$ cat src/hdl/spi_ctrl_pkg.sv
`default_nettype none

package spi_ctrl_pkg;

    localparam int WORD_W      = 32;
    localparam int LEN_W       = 16;   // data phase length in bits
    localparam int PHASE_LEN_W = 6;    // cmd and addr length in bits

    typedef enum logic [1:0]
    {
        OP_RD,
        OP_WR,
        OP_QRD,
        OP_QWR
    } spi_op_e;

    typedef enum logic [2:0]
    {
        ST_IDLE,
        ST_CMD,
        ST_ADDR,
        ST_DATA_TX,
        ST_DATA_RX,
        ST_WAIT_EDGE
    } spi_state_e;

    typedef struct packed
    {
        spi_op_e                op;
        logic [WORD_W-1:0]      cmd;
        logic [PHASE_LEN_W-1:0] cmd_len;    // top bits of cmd to send
        logic [WORD_W-1:0]      addr;
        logic [PHASE_LEN_W-1:0] addr_len;
        logic [LEN_W-1:0]       data_len;
    } spi_xfer_t;

endpackage

`default_nettype wire

$ cat src/hdl/spi_pad_pkg.sv
`default_nettype none

package spi_pad_pkg;

    typedef enum logic [1:0]
    {
        LANE_STD     = 2'b00,
        LANE_QUAD_TX = 2'b01,
        LANE_QUAD_RX = 2'b10
    } spi_lane_e;

    typedef struct packed
    {
        logic       sclk;
        logic [3:0] sdo;    // sdo[0] is the standard mode line
        spi_lane_e  mode;
    } spi_pad_out_t;

endpackage

`default_nettype wire

$ cat src/hdl/spi_xfer_regs.sv
`timescale 1ns/100ps
`default_nettype none

module spi_xfer_regs #(
    parameter int CLK_DIV_W = 8,
    parameter int N_CS      = 4
) (
    input  wire                          clk,
    input  wire                          rstn,
    input  wire                          req,
    output logic                         ack,
    input  wire spi_ctrl_pkg::spi_xfer_t xfer_in,
    input  wire [CLK_DIV_W-1:0]          clk_div_in,
    input  wire [N_CS-1:0]               cs_mask_in,
    input  wire                          done,
    output logic                         start,
    output spi_ctrl_pkg::spi_xfer_t      xfer_q,
    output logic [CLK_DIV_W-1:0]         clk_div_q,
    output logic [N_CS-1:0]              cs_mask_q
);

    logic busy;
    logic accept;

    assign accept = req && !busy && !ack;   // new request while idle

    always_ff @(posedge clk, negedge rstn)
    begin
        if (!rstn)
        begin
            busy  <= 1'b0;
            ack   <= 1'b0;
            start <= 1'b0;
        end
        else
        begin
            start <= accept;
            if (accept)
                busy <= 1'b1;
            else if (done)
                busy <= 1'b0;
            if (done)
                ack <= 1'b1;
            else if (!req)
                ack <= 1'b0;                // host released req
        end
    end

    always_ff @(posedge clk)
    begin
        if (accept)
        begin
            xfer_q    <= xfer_in;
            clk_div_q <= clk_div_in;
            cs_mask_q <= cs_mask_in;
        end
    end

endmodule

`default_nettype wire

$ cat src/hdl/spi_clkgen.sv
`timescale 1ns/100ps
`default_nettype none

module spi_clkgen #(
    parameter int CLK_DIV_W = 8
) (
    input  wire                 clk,
    input  wire                 rstn,
    input  wire                 en,
    input  wire [CLK_DIV_W-1:0] clk_div,
    output logic                sclk,
    output logic                rise,
    output logic                fall
);

    logic [CLK_DIV_W-1:0] cnt;
    logic                 expire;

    assign expire = cnt == '0;

    // a high phase always completes, so sclk settles low once disabled
    assign rise = en && !sclk && expire;
    assign fall = sclk && expire;

    always_ff @(posedge clk, negedge rstn)
    begin
        if (!rstn)
        begin
            cnt  <= '0;
            sclk <= 1'b0;
        end
        else if (rise || fall)
        begin
            cnt  <= clk_div;
            sclk <= !sclk;
        end
        else if (en || sclk)
        begin
            cnt <= cnt - 1'b1;
        end
        else
        begin
            cnt <= clk_div;         // parked low, restart a full low phase
        end
    end

endmodule

`default_nettype wire

$ cat src/hdl/spi_shift_tx.sv
`timescale 1ns/100ps
`default_nettype none

module spi_shift_tx (
    input  wire                            clk,
    input  wire                            rstn,
    input  wire                            en,
    input  wire                            fall,
    input  wire                            quad,
    input  wire                            load,
    input  wire [spi_ctrl_pkg::WORD_W-1:0] load_word,
    input  wire [spi_ctrl_pkg::LEN_W-1:0]  bit_count,
    output logic                           need_word,
    input  wire                            word_valid,
    output logic [3:0]                     sdo,
    output logic                           done
);

    localparam int LW    = spi_ctrl_pkg::LEN_W;
    localparam int POS_W = $clog2(spi_ctrl_pkg::WORD_W);

    logic [spi_ctrl_pkg::WORD_W-1:0] shreg;
    logic [LW-1:0]                   cnt;
    logic [LW-1:0]                   step;
    logic [POS_W-1:0]                wpos;
    logic [POS_W-1:0]                wpos_next;
    logic                            shift;

    assign step      = {{(LW-3){1'b0}}, quad, 1'b0, !quad};     // 4 in quad, else 1
    assign wpos_next = wpos + step[POS_W-1:0];                  // wraps at word end
    assign shift     = en && fall && cnt != '0;
    assign done      = en && fall && cnt <= step;               // last bits leave now
    assign sdo       = quad ? shreg[spi_ctrl_pkg::WORD_W-1 -: 4]
                            : {3'b000, shreg[spi_ctrl_pkg::WORD_W-1]};

    always_ff @(posedge clk, negedge rstn)
    begin
        if (!rstn)
        begin
            shreg     <= '0;
            cnt       <= '0;
            wpos      <= '0;
            need_word <= 1'b0;
        end
        else if (load)
        begin
            shreg     <= load_word;
            cnt       <= bit_count;
            wpos      <= '0;
            need_word <= 1'b0;
        end
        else if (need_word)
        begin
            if (word_valid)
            begin
                shreg     <= load_word;
                need_word <= 1'b0;
            end
        end
        else if (shift)
        begin
            shreg     <= quad ? shreg << 4 : shreg << 1;
            cnt       <= cnt - step;
            wpos      <= wpos_next;
            need_word <= wpos_next == '0 && cnt > step;     // word empty, more to go
        end
    end

endmodule

`default_nettype wire

$ cat src/hdl/spi_shift_rx.sv
`timescale 1ns/100ps
`default_nettype none

module spi_shift_rx (
    input  wire                            clk,
    input  wire                            rstn,
    input  wire                            en,
    input  wire                            rise,
    input  wire                            quad,
    input  wire                            load,
    input  wire [spi_ctrl_pkg::LEN_W-1:0]  bit_count,
    input  wire [3:0]                      sdi,
    output logic [spi_ctrl_pkg::WORD_W-1:0] rx_data,
    output logic                           rx_valid,
    input  wire                            rx_ready,
    output logic                           full,
    output logic                           done
);

    localparam int W     = spi_ctrl_pkg::WORD_W;
    localparam int LW    = spi_ctrl_pkg::LEN_W;
    localparam int POS_W = $clog2(W);

    logic [W-1:0]     shreg;
    logic [W-1:0]     shreg_next;
    logic [LW-1:0]    cnt;
    logic [LW-1:0]    step;
    logic [POS_W-1:0] wpos;
    logic [POS_W-1:0] wpos_next;
    logic             sample;
    logic             last;

    assign step       = {{(LW-3){1'b0}}, quad, 1'b0, !quad};
    assign shreg_next = quad ? {shreg[W-5:0], sdi} : {shreg[W-2:0], sdi[1]};
    assign wpos_next  = wpos + step[POS_W-1:0];
    assign sample     = en && rise && cnt != '0;
    assign last       = wpos_next == '0 || cnt <= step;   // next sample closes a word
    assign full       = rx_valid && cnt != '0 && last;
    assign done       = cnt == '0;

    always_ff @(posedge clk, negedge rstn)
    begin
        if (!rstn)
        begin
            cnt      <= '0;
            wpos     <= '0;
            rx_valid <= 1'b0;
        end
        else
        begin
            if (load)
            begin
                cnt  <= bit_count;
                wpos <= '0;
            end
            else if (sample)
            begin
                cnt  <= cnt - step;
                wpos <= wpos_next;
            end
            if (sample && last)
                rx_valid <= 1'b1;
            else if (rx_ready)
                rx_valid <= 1'b0;
        end
    end

    always_ff @(posedge clk)
    begin
        if (load || (sample && last))
            shreg <= '0;                // partial words end up right-aligned
        else if (sample)
            shreg <= shreg_next;
        if (sample && last)
            rx_data <= shreg_next;
    end

endmodule

`default_nettype wire

$ cat src/hdl/spi_sequencer.sv
`timescale 1ns/100ps
`default_nettype none

module spi_sequencer #(
    parameter int N_CS = 4
) (
    input  wire                             clk,
    input  wire                             rstn,
    input  wire                             start,
    input  wire spi_ctrl_pkg::spi_xfer_t    xfer,
    input  wire [N_CS-1:0]                  cs_mask,
    output logic                            done,
    output logic                            clk_en,
    input  wire                             fall,
    output logic                            tx_load,
    output logic                            tx_en,
    output logic [spi_ctrl_pkg::WORD_W-1:0] tx_word,
    output logic [spi_ctrl_pkg::LEN_W-1:0]  tx_count,
    input  wire                             tx_need_word,
    input  wire                             tx_done,
    input  wire [spi_ctrl_pkg::WORD_W-1:0]  tx_data,
    input  wire                             tx_valid,
    output logic                            tx_ready,
    output logic                            rx_load,
    output logic                            rx_en,
    output logic [spi_ctrl_pkg::LEN_W-1:0]  rx_count,
    input  wire                             rx_full,
    input  wire                             rx_done,
    output logic                            quad,
    output spi_pad_pkg::spi_lane_e          mode,
    output logic [N_CS-1:0]                 csn
);

    localparam int LEN_PAD = spi_ctrl_pkg::LEN_W - spi_ctrl_pkg::PHASE_LEN_W;

    spi_ctrl_pkg::spi_state_e state;
    spi_ctrl_pkg::spi_state_e state_next;
    spi_ctrl_pkg::spi_state_e after;
    spi_pad_pkg::spi_lane_e   lane;
    logic                     is_read;
    logic                     advance;
    logic                     tx_first;

    assign is_read = xfer.op == spi_ctrl_pkg::OP_RD || xfer.op == spi_ctrl_pkg::OP_QRD;
    assign quad    = xfer.op == spi_ctrl_pkg::OP_QRD || xfer.op == spi_ctrl_pkg::OP_QWR;
    assign advance = (state == spi_ctrl_pkg::ST_IDLE && start)
                  || ((state == spi_ctrl_pkg::ST_CMD || state == spi_ctrl_pkg::ST_ADDR)
                      && tx_done);
    assign tx_en    = state == spi_ctrl_pkg::ST_CMD || state == spi_ctrl_pkg::ST_ADDR
                   || state == spi_ctrl_pkg::ST_DATA_TX;
    assign rx_en    = state == spi_ctrl_pkg::ST_DATA_RX;
    assign rx_count = xfer.data_len;
    assign csn      = ~(cs_mask & {N_CS{state != spi_ctrl_pkg::ST_IDLE}});

    // following phase, zero length phases skipped
    always_comb
    begin
        after = spi_ctrl_pkg::ST_IDLE;
        if (xfer.data_len != '0)
            after = is_read ? spi_ctrl_pkg::ST_DATA_RX : spi_ctrl_pkg::ST_DATA_TX;
        if (xfer.addr_len != '0 && state != spi_ctrl_pkg::ST_ADDR)
            after = spi_ctrl_pkg::ST_ADDR;
        if (xfer.cmd_len != '0 && state == spi_ctrl_pkg::ST_IDLE)
            after = spi_ctrl_pkg::ST_CMD;
    end

    always_comb
    begin
        state_next = state;
        done       = 1'b0;
        clk_en     = 1'b0;
        tx_load    = 1'b0;
        tx_word    = tx_data;
        tx_count   = xfer.data_len;
        tx_ready   = 1'b0;
        rx_load    = 1'b0;
        if (advance)
        begin
            state_next = after;
            done       = after == spi_ctrl_pkg::ST_IDLE;
            tx_load    = after == spi_ctrl_pkg::ST_CMD || after == spi_ctrl_pkg::ST_ADDR;
            rx_load    = after == spi_ctrl_pkg::ST_DATA_RX;
            if (after == spi_ctrl_pkg::ST_CMD)
            begin
                tx_word  = xfer.cmd;
                tx_count = {{LEN_PAD{1'b0}}, xfer.cmd_len};
            end
            else if (after == spi_ctrl_pkg::ST_ADDR)
            begin
                tx_word  = xfer.addr;
                tx_count = {{LEN_PAD{1'b0}}, xfer.addr_len};
            end
        end
        case (state)
            spi_ctrl_pkg::ST_CMD, spi_ctrl_pkg::ST_ADDR:
                clk_en = 1'b1;
            spi_ctrl_pkg::ST_DATA_TX:
            begin
                clk_en   = !tx_first && !tx_need_word;  // hold sclk low for a word
                tx_ready = tx_first || tx_need_word;
                tx_load  = tx_first && tx_valid;        // first word carries the count
                if (tx_done)
                begin
                    state_next = spi_ctrl_pkg::ST_IDLE;
                    done       = 1'b1;
                end
            end
            spi_ctrl_pkg::ST_DATA_RX:
            begin
                clk_en = !rx_full;
                if (rx_done)
                begin
                    state_next = fall ? spi_ctrl_pkg::ST_IDLE : spi_ctrl_pkg::ST_WAIT_EDGE;
                    done       = fall;
                end
            end
            spi_ctrl_pkg::ST_WAIT_EDGE:
            begin
                if (fall)
                begin
                    state_next = spi_ctrl_pkg::ST_IDLE;
                    done       = 1'b1;
                end
            end
            default:
                clk_en = 1'b0;
        endcase
    end

    always_comb
    begin
        case (state_next)
            spi_ctrl_pkg::ST_CMD, spi_ctrl_pkg::ST_ADDR, spi_ctrl_pkg::ST_DATA_TX:
                lane = quad ? spi_pad_pkg::LANE_QUAD_TX : spi_pad_pkg::LANE_STD;
            spi_ctrl_pkg::ST_DATA_RX, spi_ctrl_pkg::ST_WAIT_EDGE:
                lane = quad ? spi_pad_pkg::LANE_QUAD_RX : spi_pad_pkg::LANE_STD;
            default:
                lane = spi_pad_pkg::LANE_QUAD_RX;
        endcase
    end

    always_ff @(posedge clk, negedge rstn)
    begin
        if (!rstn)
        begin
            state    <= spi_ctrl_pkg::ST_IDLE;
            mode     <= spi_pad_pkg::LANE_QUAD_RX;
            tx_first <= 1'b0;
        end
        else
        begin
            state    <= state_next;
            mode     <= lane;
            tx_first <= (advance && after == spi_ctrl_pkg::ST_DATA_TX) || (tx_first && !tx_valid);
        end
    end

endmodule

`default_nettype wire

$ cat src/hdl/spi_master.sv
`timescale 1ns/100ps
`default_nettype none

module spi_master #(
    parameter int CLK_DIV_W = 8,
    parameter int N_CS      = 4
) (
    input  wire                             clk,
    input  wire                             rstn,
    input  wire                             req,
    output logic                            ack,
    input  wire spi_ctrl_pkg::spi_xfer_t    xfer,
    input  wire [CLK_DIV_W-1:0]             clk_div,
    input  wire [N_CS-1:0]                  cs_mask,
    input  wire [spi_ctrl_pkg::WORD_W-1:0]  tx_data,
    input  wire                             tx_valid,
    output logic                            tx_ready,
    output logic [spi_ctrl_pkg::WORD_W-1:0] rx_data,
    output logic                            rx_valid,
    input  wire                             rx_ready,
    output spi_pad_pkg::spi_pad_out_t       pad_out,
    output logic [N_CS-1:0]                 csn,
    input  wire [3:0]                       sdi
);

    spi_ctrl_pkg::spi_xfer_t          xfer_q;
    logic [CLK_DIV_W-1:0]             clk_div_q;
    logic [N_CS-1:0]                  cs_mask_q;
    logic                             start;
    logic                             done;
    logic                             clk_en;
    logic                             sclk;
    logic                             rise;
    logic                             fall;
    logic                             quad;
    logic                             tx_load;
    logic                             tx_en;
    logic                             tx_need_word;
    logic                             tx_done;
    logic [spi_ctrl_pkg::WORD_W-1:0]  tx_word;
    logic [spi_ctrl_pkg::LEN_W-1:0]   tx_count;
    logic                             rx_load;
    logic                             rx_en;
    logic                             rx_full;
    logic                             rx_done;
    logic [spi_ctrl_pkg::LEN_W-1:0]   rx_count;
    logic [3:0]                       sdo;
    spi_pad_pkg::spi_lane_e           mode;

    spi_xfer_regs #(.CLK_DIV_W(CLK_DIV_W), .N_CS(N_CS)) u_regs (
        .clk(clk), .rstn(rstn), .req(req), .ack(ack),
        .xfer_in(xfer), .clk_div_in(clk_div), .cs_mask_in(cs_mask),
        .done(done), .start(start),
        .xfer_q(xfer_q), .clk_div_q(clk_div_q), .cs_mask_q(cs_mask_q)
    );

    spi_sequencer #(.N_CS(N_CS)) u_seq (
        .clk(clk), .rstn(rstn), .start(start), .xfer(xfer_q), .cs_mask(cs_mask_q),
        .done(done), .clk_en(clk_en), .fall(fall),
        .tx_load(tx_load), .tx_en(tx_en), .tx_word(tx_word), .tx_count(tx_count),
        .tx_need_word(tx_need_word), .tx_done(tx_done),
        .tx_data(tx_data), .tx_valid(tx_valid), .tx_ready(tx_ready),
        .rx_load(rx_load), .rx_en(rx_en), .rx_count(rx_count),
        .rx_full(rx_full), .rx_done(rx_done),
        .quad(quad), .mode(mode), .csn(csn)
    );

    spi_clkgen #(.CLK_DIV_W(CLK_DIV_W)) u_clkgen (
        .clk(clk), .rstn(rstn), .en(clk_en), .clk_div(clk_div_q),
        .sclk(sclk), .rise(rise), .fall(fall)
    );

    spi_shift_tx u_tx (
        .clk(clk), .rstn(rstn), .en(tx_en), .fall(fall), .quad(quad),
        .load(tx_load), .load_word(tx_word), .bit_count(tx_count),
        .need_word(tx_need_word), .word_valid(tx_valid), .sdo(sdo), .done(tx_done)
    );

    spi_shift_rx u_rx (
        .clk(clk), .rstn(rstn), .en(rx_en), .rise(rise), .quad(quad),
        .load(rx_load), .bit_count(rx_count), .sdi(sdi),
        .rx_data(rx_data), .rx_valid(rx_valid), .rx_ready(rx_ready),
        .full(rx_full), .done(rx_done)
    );

    assign pad_out = '{sclk: sclk, sdo: sdo, mode: mode};

endmodule

`default_nettype wire

$ cat config.mk
export PLATFORM = sky130hd
export DESIGN_NAME = spi_master
export DESIGN_NICKNAME = d
export VERILOG_FILES = /design/src/hdl/spi_ctrl_pkg.sv /design/src/hdl/spi_pad_pkg.sv /design/src/hdl/spi_xfer_regs.sv /design/src/hdl/spi_clkgen.sv /design/src/hdl/spi_shift_tx.sv /design/src/hdl/spi_shift_rx.sv /design/src/hdl/spi_sequencer.sv /design/src/hdl/spi_master.sv
export SDC_FILE = /design/constraint.sdc
export NUM_CORES = 1
export LEC_CHECK = 0
export BUFFER_PORTS_ARGS = -buffer_cell sky130_fd_sc_hd__buf_2
export CAP_MARGIN = 5
export CORE_MARGIN = 1.5
export CORE_UTILIZATION = 52
export CTS_CLUSTER_DIAMETER = 50
export DETAILED_ROUTE_END_ITERATION = 16
export PLACE_DENSITY = 0.77
export RECOVER_POWER = 25
export SLEW_MARGIN = 0
export SYNTH_ARGS = -nofsm -noshare
export SYNTH_HDL_FRONTEND = slang
export SYNTH_HIERARCHICAL = 1
export SYNTH_SLANG_ARGS = --single-unit
$ cat constraint.sdc
create_clock -name clk -period 5.2 [get_ports clk]
set_input_delay 0.52 -clock clk [delete_from_list [all_inputs] [get_ports clk]]
set_output_delay 0.52 -clock clk [all_outputs]
set_load 0.02 [all_outputs]
==> results of run 1 <==
[layout make-up]
cell class,instances,share of cell area [%]
clock buffer,37,5.32
multi-input combinational,715,33.7
inverter,27,0.729
timing repair buffer,207,7.35
clock inverter,17,1.32
sequential,263,48.8
tap,319,2.74
[layer usage]
| layer | share of wire, % | up-vias | wire length, um | track usage (%) |
|---|---|---|---|---|
| met3 | 6.4 | 55 | 1840 | 3.86 |
| li1 | - | 4427 | - | - |
| met1 | 45 | 4459 | 12800 | 31.3 |
| met5 | 0.046 | - | 13 | 0 |
| met2 | 47 | 343 | 13300 | 37.4 |
| met4 | 2.1 | 2 | 606 | 6.54 |
[worst register-to-register path, delay by kind of cell, from the launching register on]
kind / cells / cell delay, ns
AND/OR/NAND/NOR: 6 / 3.16
AO/OA/AOI/OAI: 3 / 0.44
flip-flops: 1 / 0.43
buffers and inverters: 1 / 0.21
[flip-flops by register name (all words and copies together) (netlist names), 8 cells and up]
register and cells:
u_clkgen/cnt 8, u_regs/clk_div_q 8, u_regs/xfer_q 94, u_rx/cnt 16, u_rx/rx_data 32, u_rx/shreg 31
u_tx/cnt 16, u_tx/shreg 32
[cell usage after synthesis (5+ instances only)]
library cell | instances | area [um2]
nor4_1 | 5 | 31.3
o211ai_1 | 9 | 67.6
ha_1 | 13 | 163
a31oi_1 | 8 | 50.1
mux2i_1 | 34 | 340
nor2_1 | 71 | 267
nand4_1 | 6 | 37.5
buf_1 | 7 | 26.3
buf_2 | 13 | 65.1
or2_2 | 5 | 31.3
inv_1 | 25 | 93.8
and3_1 | 6 | 37.5
o21ai_0 | 49 | 245
buf_6 | 5 | 56.3
dfxtp_1 | 31 | 621
dfrtp_1 | 93 | 2330
nor2b_1 | 6 | 37.5
or4_4 | 6 | 67.6
nand3_1 | 20 | 100
xnor2_1 | 10 | 87.6
nand2_1 | 101 | 379
and2_1 | 16 | 100
a21oi_1 | 59 | 295
xor2_1 | 11 | 96.3
o311ai_0 | 6 | 52.6
buf_4 | 25 | 188
nor3_1 | 12 | 60.1
o31ai_1 | 6 | 45.0
mux2_2 | 37 | 417
o21ai_1 | 14 | 70.1
a22oi_1 | 7 | 52.6
clkbuf_1 | 35 | 131
a32o_1 | 32 | 320
or4_1 | 13 | 97.6
edfxtp_1 | 138 | 4140
o22ai_1 | 62 | 388
[cells by family after synthesis]
group | count (synthesis) | synth area share [%]
compound gates | 299 | 16.4
buf+inv | 115 | 4.98
simple gates | 307 | 12.9
xor+xnor | 21 | 1.46
fa+ha+maj | 13 | 1.29
flops | 263 | 56.5
mux | 75 | 6.40
[per-stage QoR]
step                hold slack, ns  area [um2]  setup slack (ns)  utilization (%)  power [uW]
finish                       0.140       14600             0.874             61.8        6260
global route                 0.125       14600             0.605             61.8        6560
CTS                         0.0274       14600             0.883             61.8        6280
detailed placement           0.453       13600             0.896             57.7        4200
global placement             0.445       13600             0.967             57.7        4140
floorplan                    0.224       12600             0.293                -        3940
[path summary, 6_finish.rpt]
path,start,to
hold reg to reg,u_rx/shreg[29],u_rx/shreg[29]
setup / recovery,u_rx/cnt[11],u_rx/cnt[12]
max in group asynchronous,rstn,u_tx/cnt[13]
hold / removal,xfer[27],u_regs/xfer_q[27]
setup reg to reg,u_rx/cnt[11],u_rx/cnt[12]
min in group asynchronous,rstn,u_clkgen/cnt[0]
[power groups by stage]
stage                     clock (uW)  sequential [uW]  combinational (uW)
after floorplan                    0             2710                1230
after CTS                       2100             2760                1420
final                           2060             2770                1430
after global routing            2180             2800                1580
after global placement             0             2780                1360
after detailed placement           0             2800                1410
==> metrics, run 1 <==
R2R depth 10; period utilisation layout 83.2%; Clock Power Share 33.0%; vias in the first global route 9,108; PD cells 429 nW/um2; placed insts 1,531; clk sink count 263; setup TNS 0 ns; Yosys warning count 6; Synth Net Count 1,253; most common cell after layout, fill and taps aside buf_2; post-CTS sizing 0; chip height 159 um; total wire length 28,600 um; initial antenna violation count 1; CP required 5.65 ns; Max stage delay cell, worst path or4_4; min cycle time layout 4.33 ns; gr usage total 22.8%; core area 23,600 um2; layout cells sized above 1 26.9%; Final #Nets 1,403; CP max FO 22; failing checks max-capacitance violations, max-slew violations; synthesized area 12,600 um2; CP Depth 10; RSZ-0062 raised after global routing false; cell mode on critical path or4_4; gpl congestion 0.873; Root Driver clkbuf_16; max_cap viols 1; # hold bufs at CTS 0; htree depth 1; Leakage 0.00584 uW; CP arrival 4.77 ns; Setup Skew 0.0300 ns; Reg power frac 44.2%; status finished, violations left; asr flop ratio synth 35.7%; Startpoint Class register; first-pass GRT wire length 45,600 um; fillcell total 1,873; die span in x 159 um; cell family with most CP delay simple AND/OR/NAND/NOR gates; Port Buffers 192; final max-slew violation count 51; Worst-path clk slew 0.06 ns; CTS buffer count 29; starting density of the core 53.3%; Hold Path Cell Cnt 1; worst path cell trace or4_4 -> or4_4 -> inv_6 -> a211oi_1 -> o21ai_0 -> and4b_1 -> nand2_1 -> or4_4 -> or4b_1 -> a31oi_1; CTS max path bufs 3; Post-Syn Area per Cell 11.5 um2; Yosys reg bits 263; top_reg_cell synth edfxtp_1; combinational share of power 22.8%; Sw Share 31.6%; Non-Filler Instances 1,585; io pins 193; Routed Antenna Nets 0; drt first-iter violations 878; Fin. Hold Viols 0; Hold/Removal Path Class input port to register; number of synthesized flops with an enable pin 138; Avg WL per Cell 18.0 um; Crit path buffers/inverters 1; FP Rows 56; diode count 0; Reg area 7120 um2; grt ovf 0; max incr delay on CP 0.71 ns; DR vias/cell 5.86; Setup Fix Bufs, Post-CTS 0; die area 25,200 um2; via count 9,286; crit path kind register to register; Psw 1980 uW; Detail Placement HPWL 19,300 um; CTS tree built; multi-input logic area 4920 um2; R2R setup slack 0.87 ns; kind of end point of the critical path register; sequential element share of the synthesized area 56.5%; peak supply drop 0.284 mV; Skew-Pair Late Insertion Delay 0.56 ns; largest net degree at the start of global routing 66; most frequent cells in the layout buf_2 (191), edfxtp_1 (138), nand2_1 (101), dfrtp_1 (93), nor2_1 (70); Worst-Margin Slew 2.91 ns; relative slew slack -94.1%; Layout area overhead 15.8%; P_int 4280 uW; Max Fclk 231 MHz; setup violators final 0; synthesized instance count 1,093; residual DRC count 0; drt pass-1 iters 7; synth unique cells 97
Note: power is estimated with default switching activity, not from simulation.
==> run 2, diff against run 1 <==
ABC_AREA = 1   (was unset)
CORE_UTILIZATION = 55   (was 52)
clock period = 4.3 ns   (was 5.2 ns; I/O delays follow)
==> run 2 against run 1 <==
Effect of this change: the run still ends with max-capacitance violations, max-slew violations left; sequential power down 4%; count of clock-buffer cells in the layout is 1 lower; combinational power shrank 90%; setup slack worse by 0.42 ns; final area rose by 5.8%; power shrank 14%; critical path depth grew 9; routed wire length rose by 8.7%; non-clock buffer count rose by 6; synthesized cell count grew 44%; die area is 0.49% higher; largest cell class unchanged.
==> metrics, run 2 <==
status finished, violations left; cell family with most CP delay simple AND/OR/NAND/NOR gates; area leader, netlist edfxtp_1; PD cells 349 nW/um2 (-19%); Hold Path Cell Cnt 1 (unchanged); Synth Net Count 1,739 (+39%); final core occ 65.1% (+3.4 points); DR vias/cell 5.34 (-8.9%); design area 15,400 um2 (+5.8%); period utilisation layout 89.5% (+6.3 points); top_reg_cell synth edfxtp_1; drt first-iter violations 906 (+3.2%); setup violators final 0 (unchanged); vias in the first global route 10.8k (+18%); synth unique cells 42 (-57%); setup TNS 0 ns (unchanged); total wire length 31,000 um (+8.7%); Root Driver clkbuf_16; hold path start clk_div[2]; register bank with the most flops u_regs/xfer_q; CP arrival 4.33 ns (-0.44 ns); Synth top cells by count nand2_1 (429), nor2_1 (171), inv_1 (143); Detail Placement HPWL 21,200 um (+9.9%); # hold bufs at CTS 0 (unchanged); Yosys reg bits 263 (unchanged); Final #Nets 1,897 (+35%); RSZ-0062 raised after global routing false; R2R depth 19 (+9); Startpoint Class register; sequential element share of the synthesized area 53.2% (-3.4 points); Setup Fix Bufs, Post-CTS 0 (unchanged); kind of end point of the critical path register; Setup Skew 0.0244 ns (-0.00559 ns); reg2reg end u_rx/cnt[9]; failing checks max-capacitance violations, max-slew violations; Leakage 0.00707 uW (+21%); worst reg2reg path startpoint u_regs/xfer_q[93]; io pins 193 (unchanged); asr flop ratio synth 35.7% (unchanged); Crit path buffers/inverters 3 (+2); placed cell area 14,400 um2 (+5.7%); Worst-Margin Slew 3.82 ns (+0.907 ns); drt pass-1 iters 5 (-2); relative slew slack -155% (-60 points); final max-slew violation count 68 (+33%); CP required 4.78 ns (-0.87 ns); gr usage total 24.6% (+1.8 points); peak supply drop 0.338 mV (+19%); most frequent cells in the layout nand2_1 (429), buf_2 (189), nor2_1 (171), inv_1 (142), edfxtp_1 (138); first-pass GRT wire length 51,400 um (+13%); CTS buffer count 30 (+3.4%); htree depth 1 (unchanged); CTS tree built; min cycle time layout 3.85 ns (-0.479 ns); most numerous cell in the Yosys netlist nand2_1; max_cap viols 1 (unchanged); worst path cell trace buf_4 -> ha_1 -> nand3_1 -> nand2_1 -> nand2_1 -> nand2_1 -> nand3_1 -> nand2_1 -> nand2_1 -> nor2_1 -> o311ai_0 -> nand3_1 -> inv_1 -> nand2_1 -> inv_1 -> nand2_8 -> nor2_1 -> nand3_1 -> nand2_1; Fin. Hold Viols 0 (unchanged); most common cell after layout, fill and taps aside nand2_1; die span in x 159 um (+0.25%); post-CTS sizing 0 (unchanged); synthesized area 13,400 um2 (+6.3%); Worst-path clk slew 0.06 ns (about the same); R2R setup slack 0.45 ns (-0.42 ns); Yosys warning count 6 (unchanged); CP max FO 36 (+64%); Max Fclk 260 MHz (+12%); CTS max path bufs 3 (unchanged); Routed Antenna Nets 0 (unchanged); Max stage delay cell, worst path nor2_1; synthesized instance count 1,579 (+44%); cell mode on critical path nand2_1; via count 11.1k (+20%); Hold/Removal Path Class input port to register; Port Buffers 192 (unchanged); die area 25,300 um2 (+0.49%); chip height 159 um (+0.25%); grt ovf 0 (unchanged); initial antenna violation count 3 (+2); Avg WL per Cell 14.9 um (-17%); top cell type's share of synthesized area 31.0% (-2.0 points); max incr delay on CP 0.71 ns (about the same); starting density of the core 56.5% (+3.2 points); clk sink count 263 (unchanged); top flop regs u_regs/xfer_q x94, u_rx/rx_data x32, u_tx/shreg x32; Post-Syn Area per Cell 8.48 um2 (-26%); hold endpoint u_regs/clk_div_q[2]; core area 23,700 um2 (+0.30%); Skew-Pair Late Insertion Delay 0.57 ns (about the same); residual DRC count 0 (unchanged); largest net degree at the start of global routing 91 (+38%); Layout area overhead 15.2%; layout cells sized above 1 22.1% (-4.8 points); Largest register FFs 94 (unchanged); gpl congestion 0.884 (+1.3%); crit path kind register to register; number of synthesized flops with an enable pin 138 (unchanged); top cells by area, synth edfxtp_1 (31%), dfrtp_1 (17%), nand2_1 (12%); FP Rows 56 (unchanged)
==> run 2: metrics by stage <==
stage	setup WS (ns)	cells	hold WS [ns]	total power (uW)
after floorplan	0.311	1579	0.134	2770
after global placement	0.699	2024	0.444	2870
after detailed placement	0.461	2024	0.445	2870
after CTS	0.453	2080	0.0150	5430
after global routing	0.0904	2082	0.0119	5560
final	0.453	2083	0.0328	5380
==> run 2: layout make-up <==
| class | instances | area, um2 |
|---|---|---|
| Sequential cell | 263 | 7120 |
| Clock inverter | 20 | 231 |
| Multi-Input combinational cell | 1077 | 5160 |
| Antenna cell | 3 | 7.51 |
| Timing Repair Buffer | 213 | 1140 |
| Clock buffer | 36 | 793 |
| Fill cell | 1983 | 8260 |
| Tap cell | 319 | 399 |
| Inverter | 152 | 573 |
==> run 2: logic make-up after synthesis <==
kind of cell	synth area share [%]
simple gates	26.8
flops	53.2
buf+inv	8.25
compound gates	9.91
fa+ha+maj	1.22
xor+xnor	0.654
==> run 2: report_power, final <==
part           internal (uW)  switching, uW  total [uW]
registers               2660           11.4        2670
clock network           1520           1050        2570
logic                   72.6           73.8         146
==> run 2: worst max path at each step <==
stage	startpoint	slack (ns)	endpoint	cells past startpoint
final	u_regs/xfer_q[93]	0.45	u_rx/cnt[9]	19
after global routing	u_regs/xfer_q[93]	0.09	u_rx/cnt[15]	19
after CTS	u_regs/xfer_q[93]	0.45	u_rx/cnt[9]	19
after detailed placement	u_regs/xfer_q[93]	0.46	u_rx/cnt[9]	19
after global placement	u_regs/xfer_q[93]	0.70	u_rx/cnt[9]	17
after floorplan	u_regs/xfer_q[93]	0.31	u_rx/rx_data[0]	20
==> run 2: per-layer routing <==
layer / vias to the layer above / share of wire, % / GRT usage [%]
met1: 5149 / 42 / 32.2
met5: - / 0 / 0
met3: 62 / 6.9 / 4.22
li1: 5463 / - / -
met4: 0 / 2.3 / 8.75
met2: 446 / 49 / 41.2
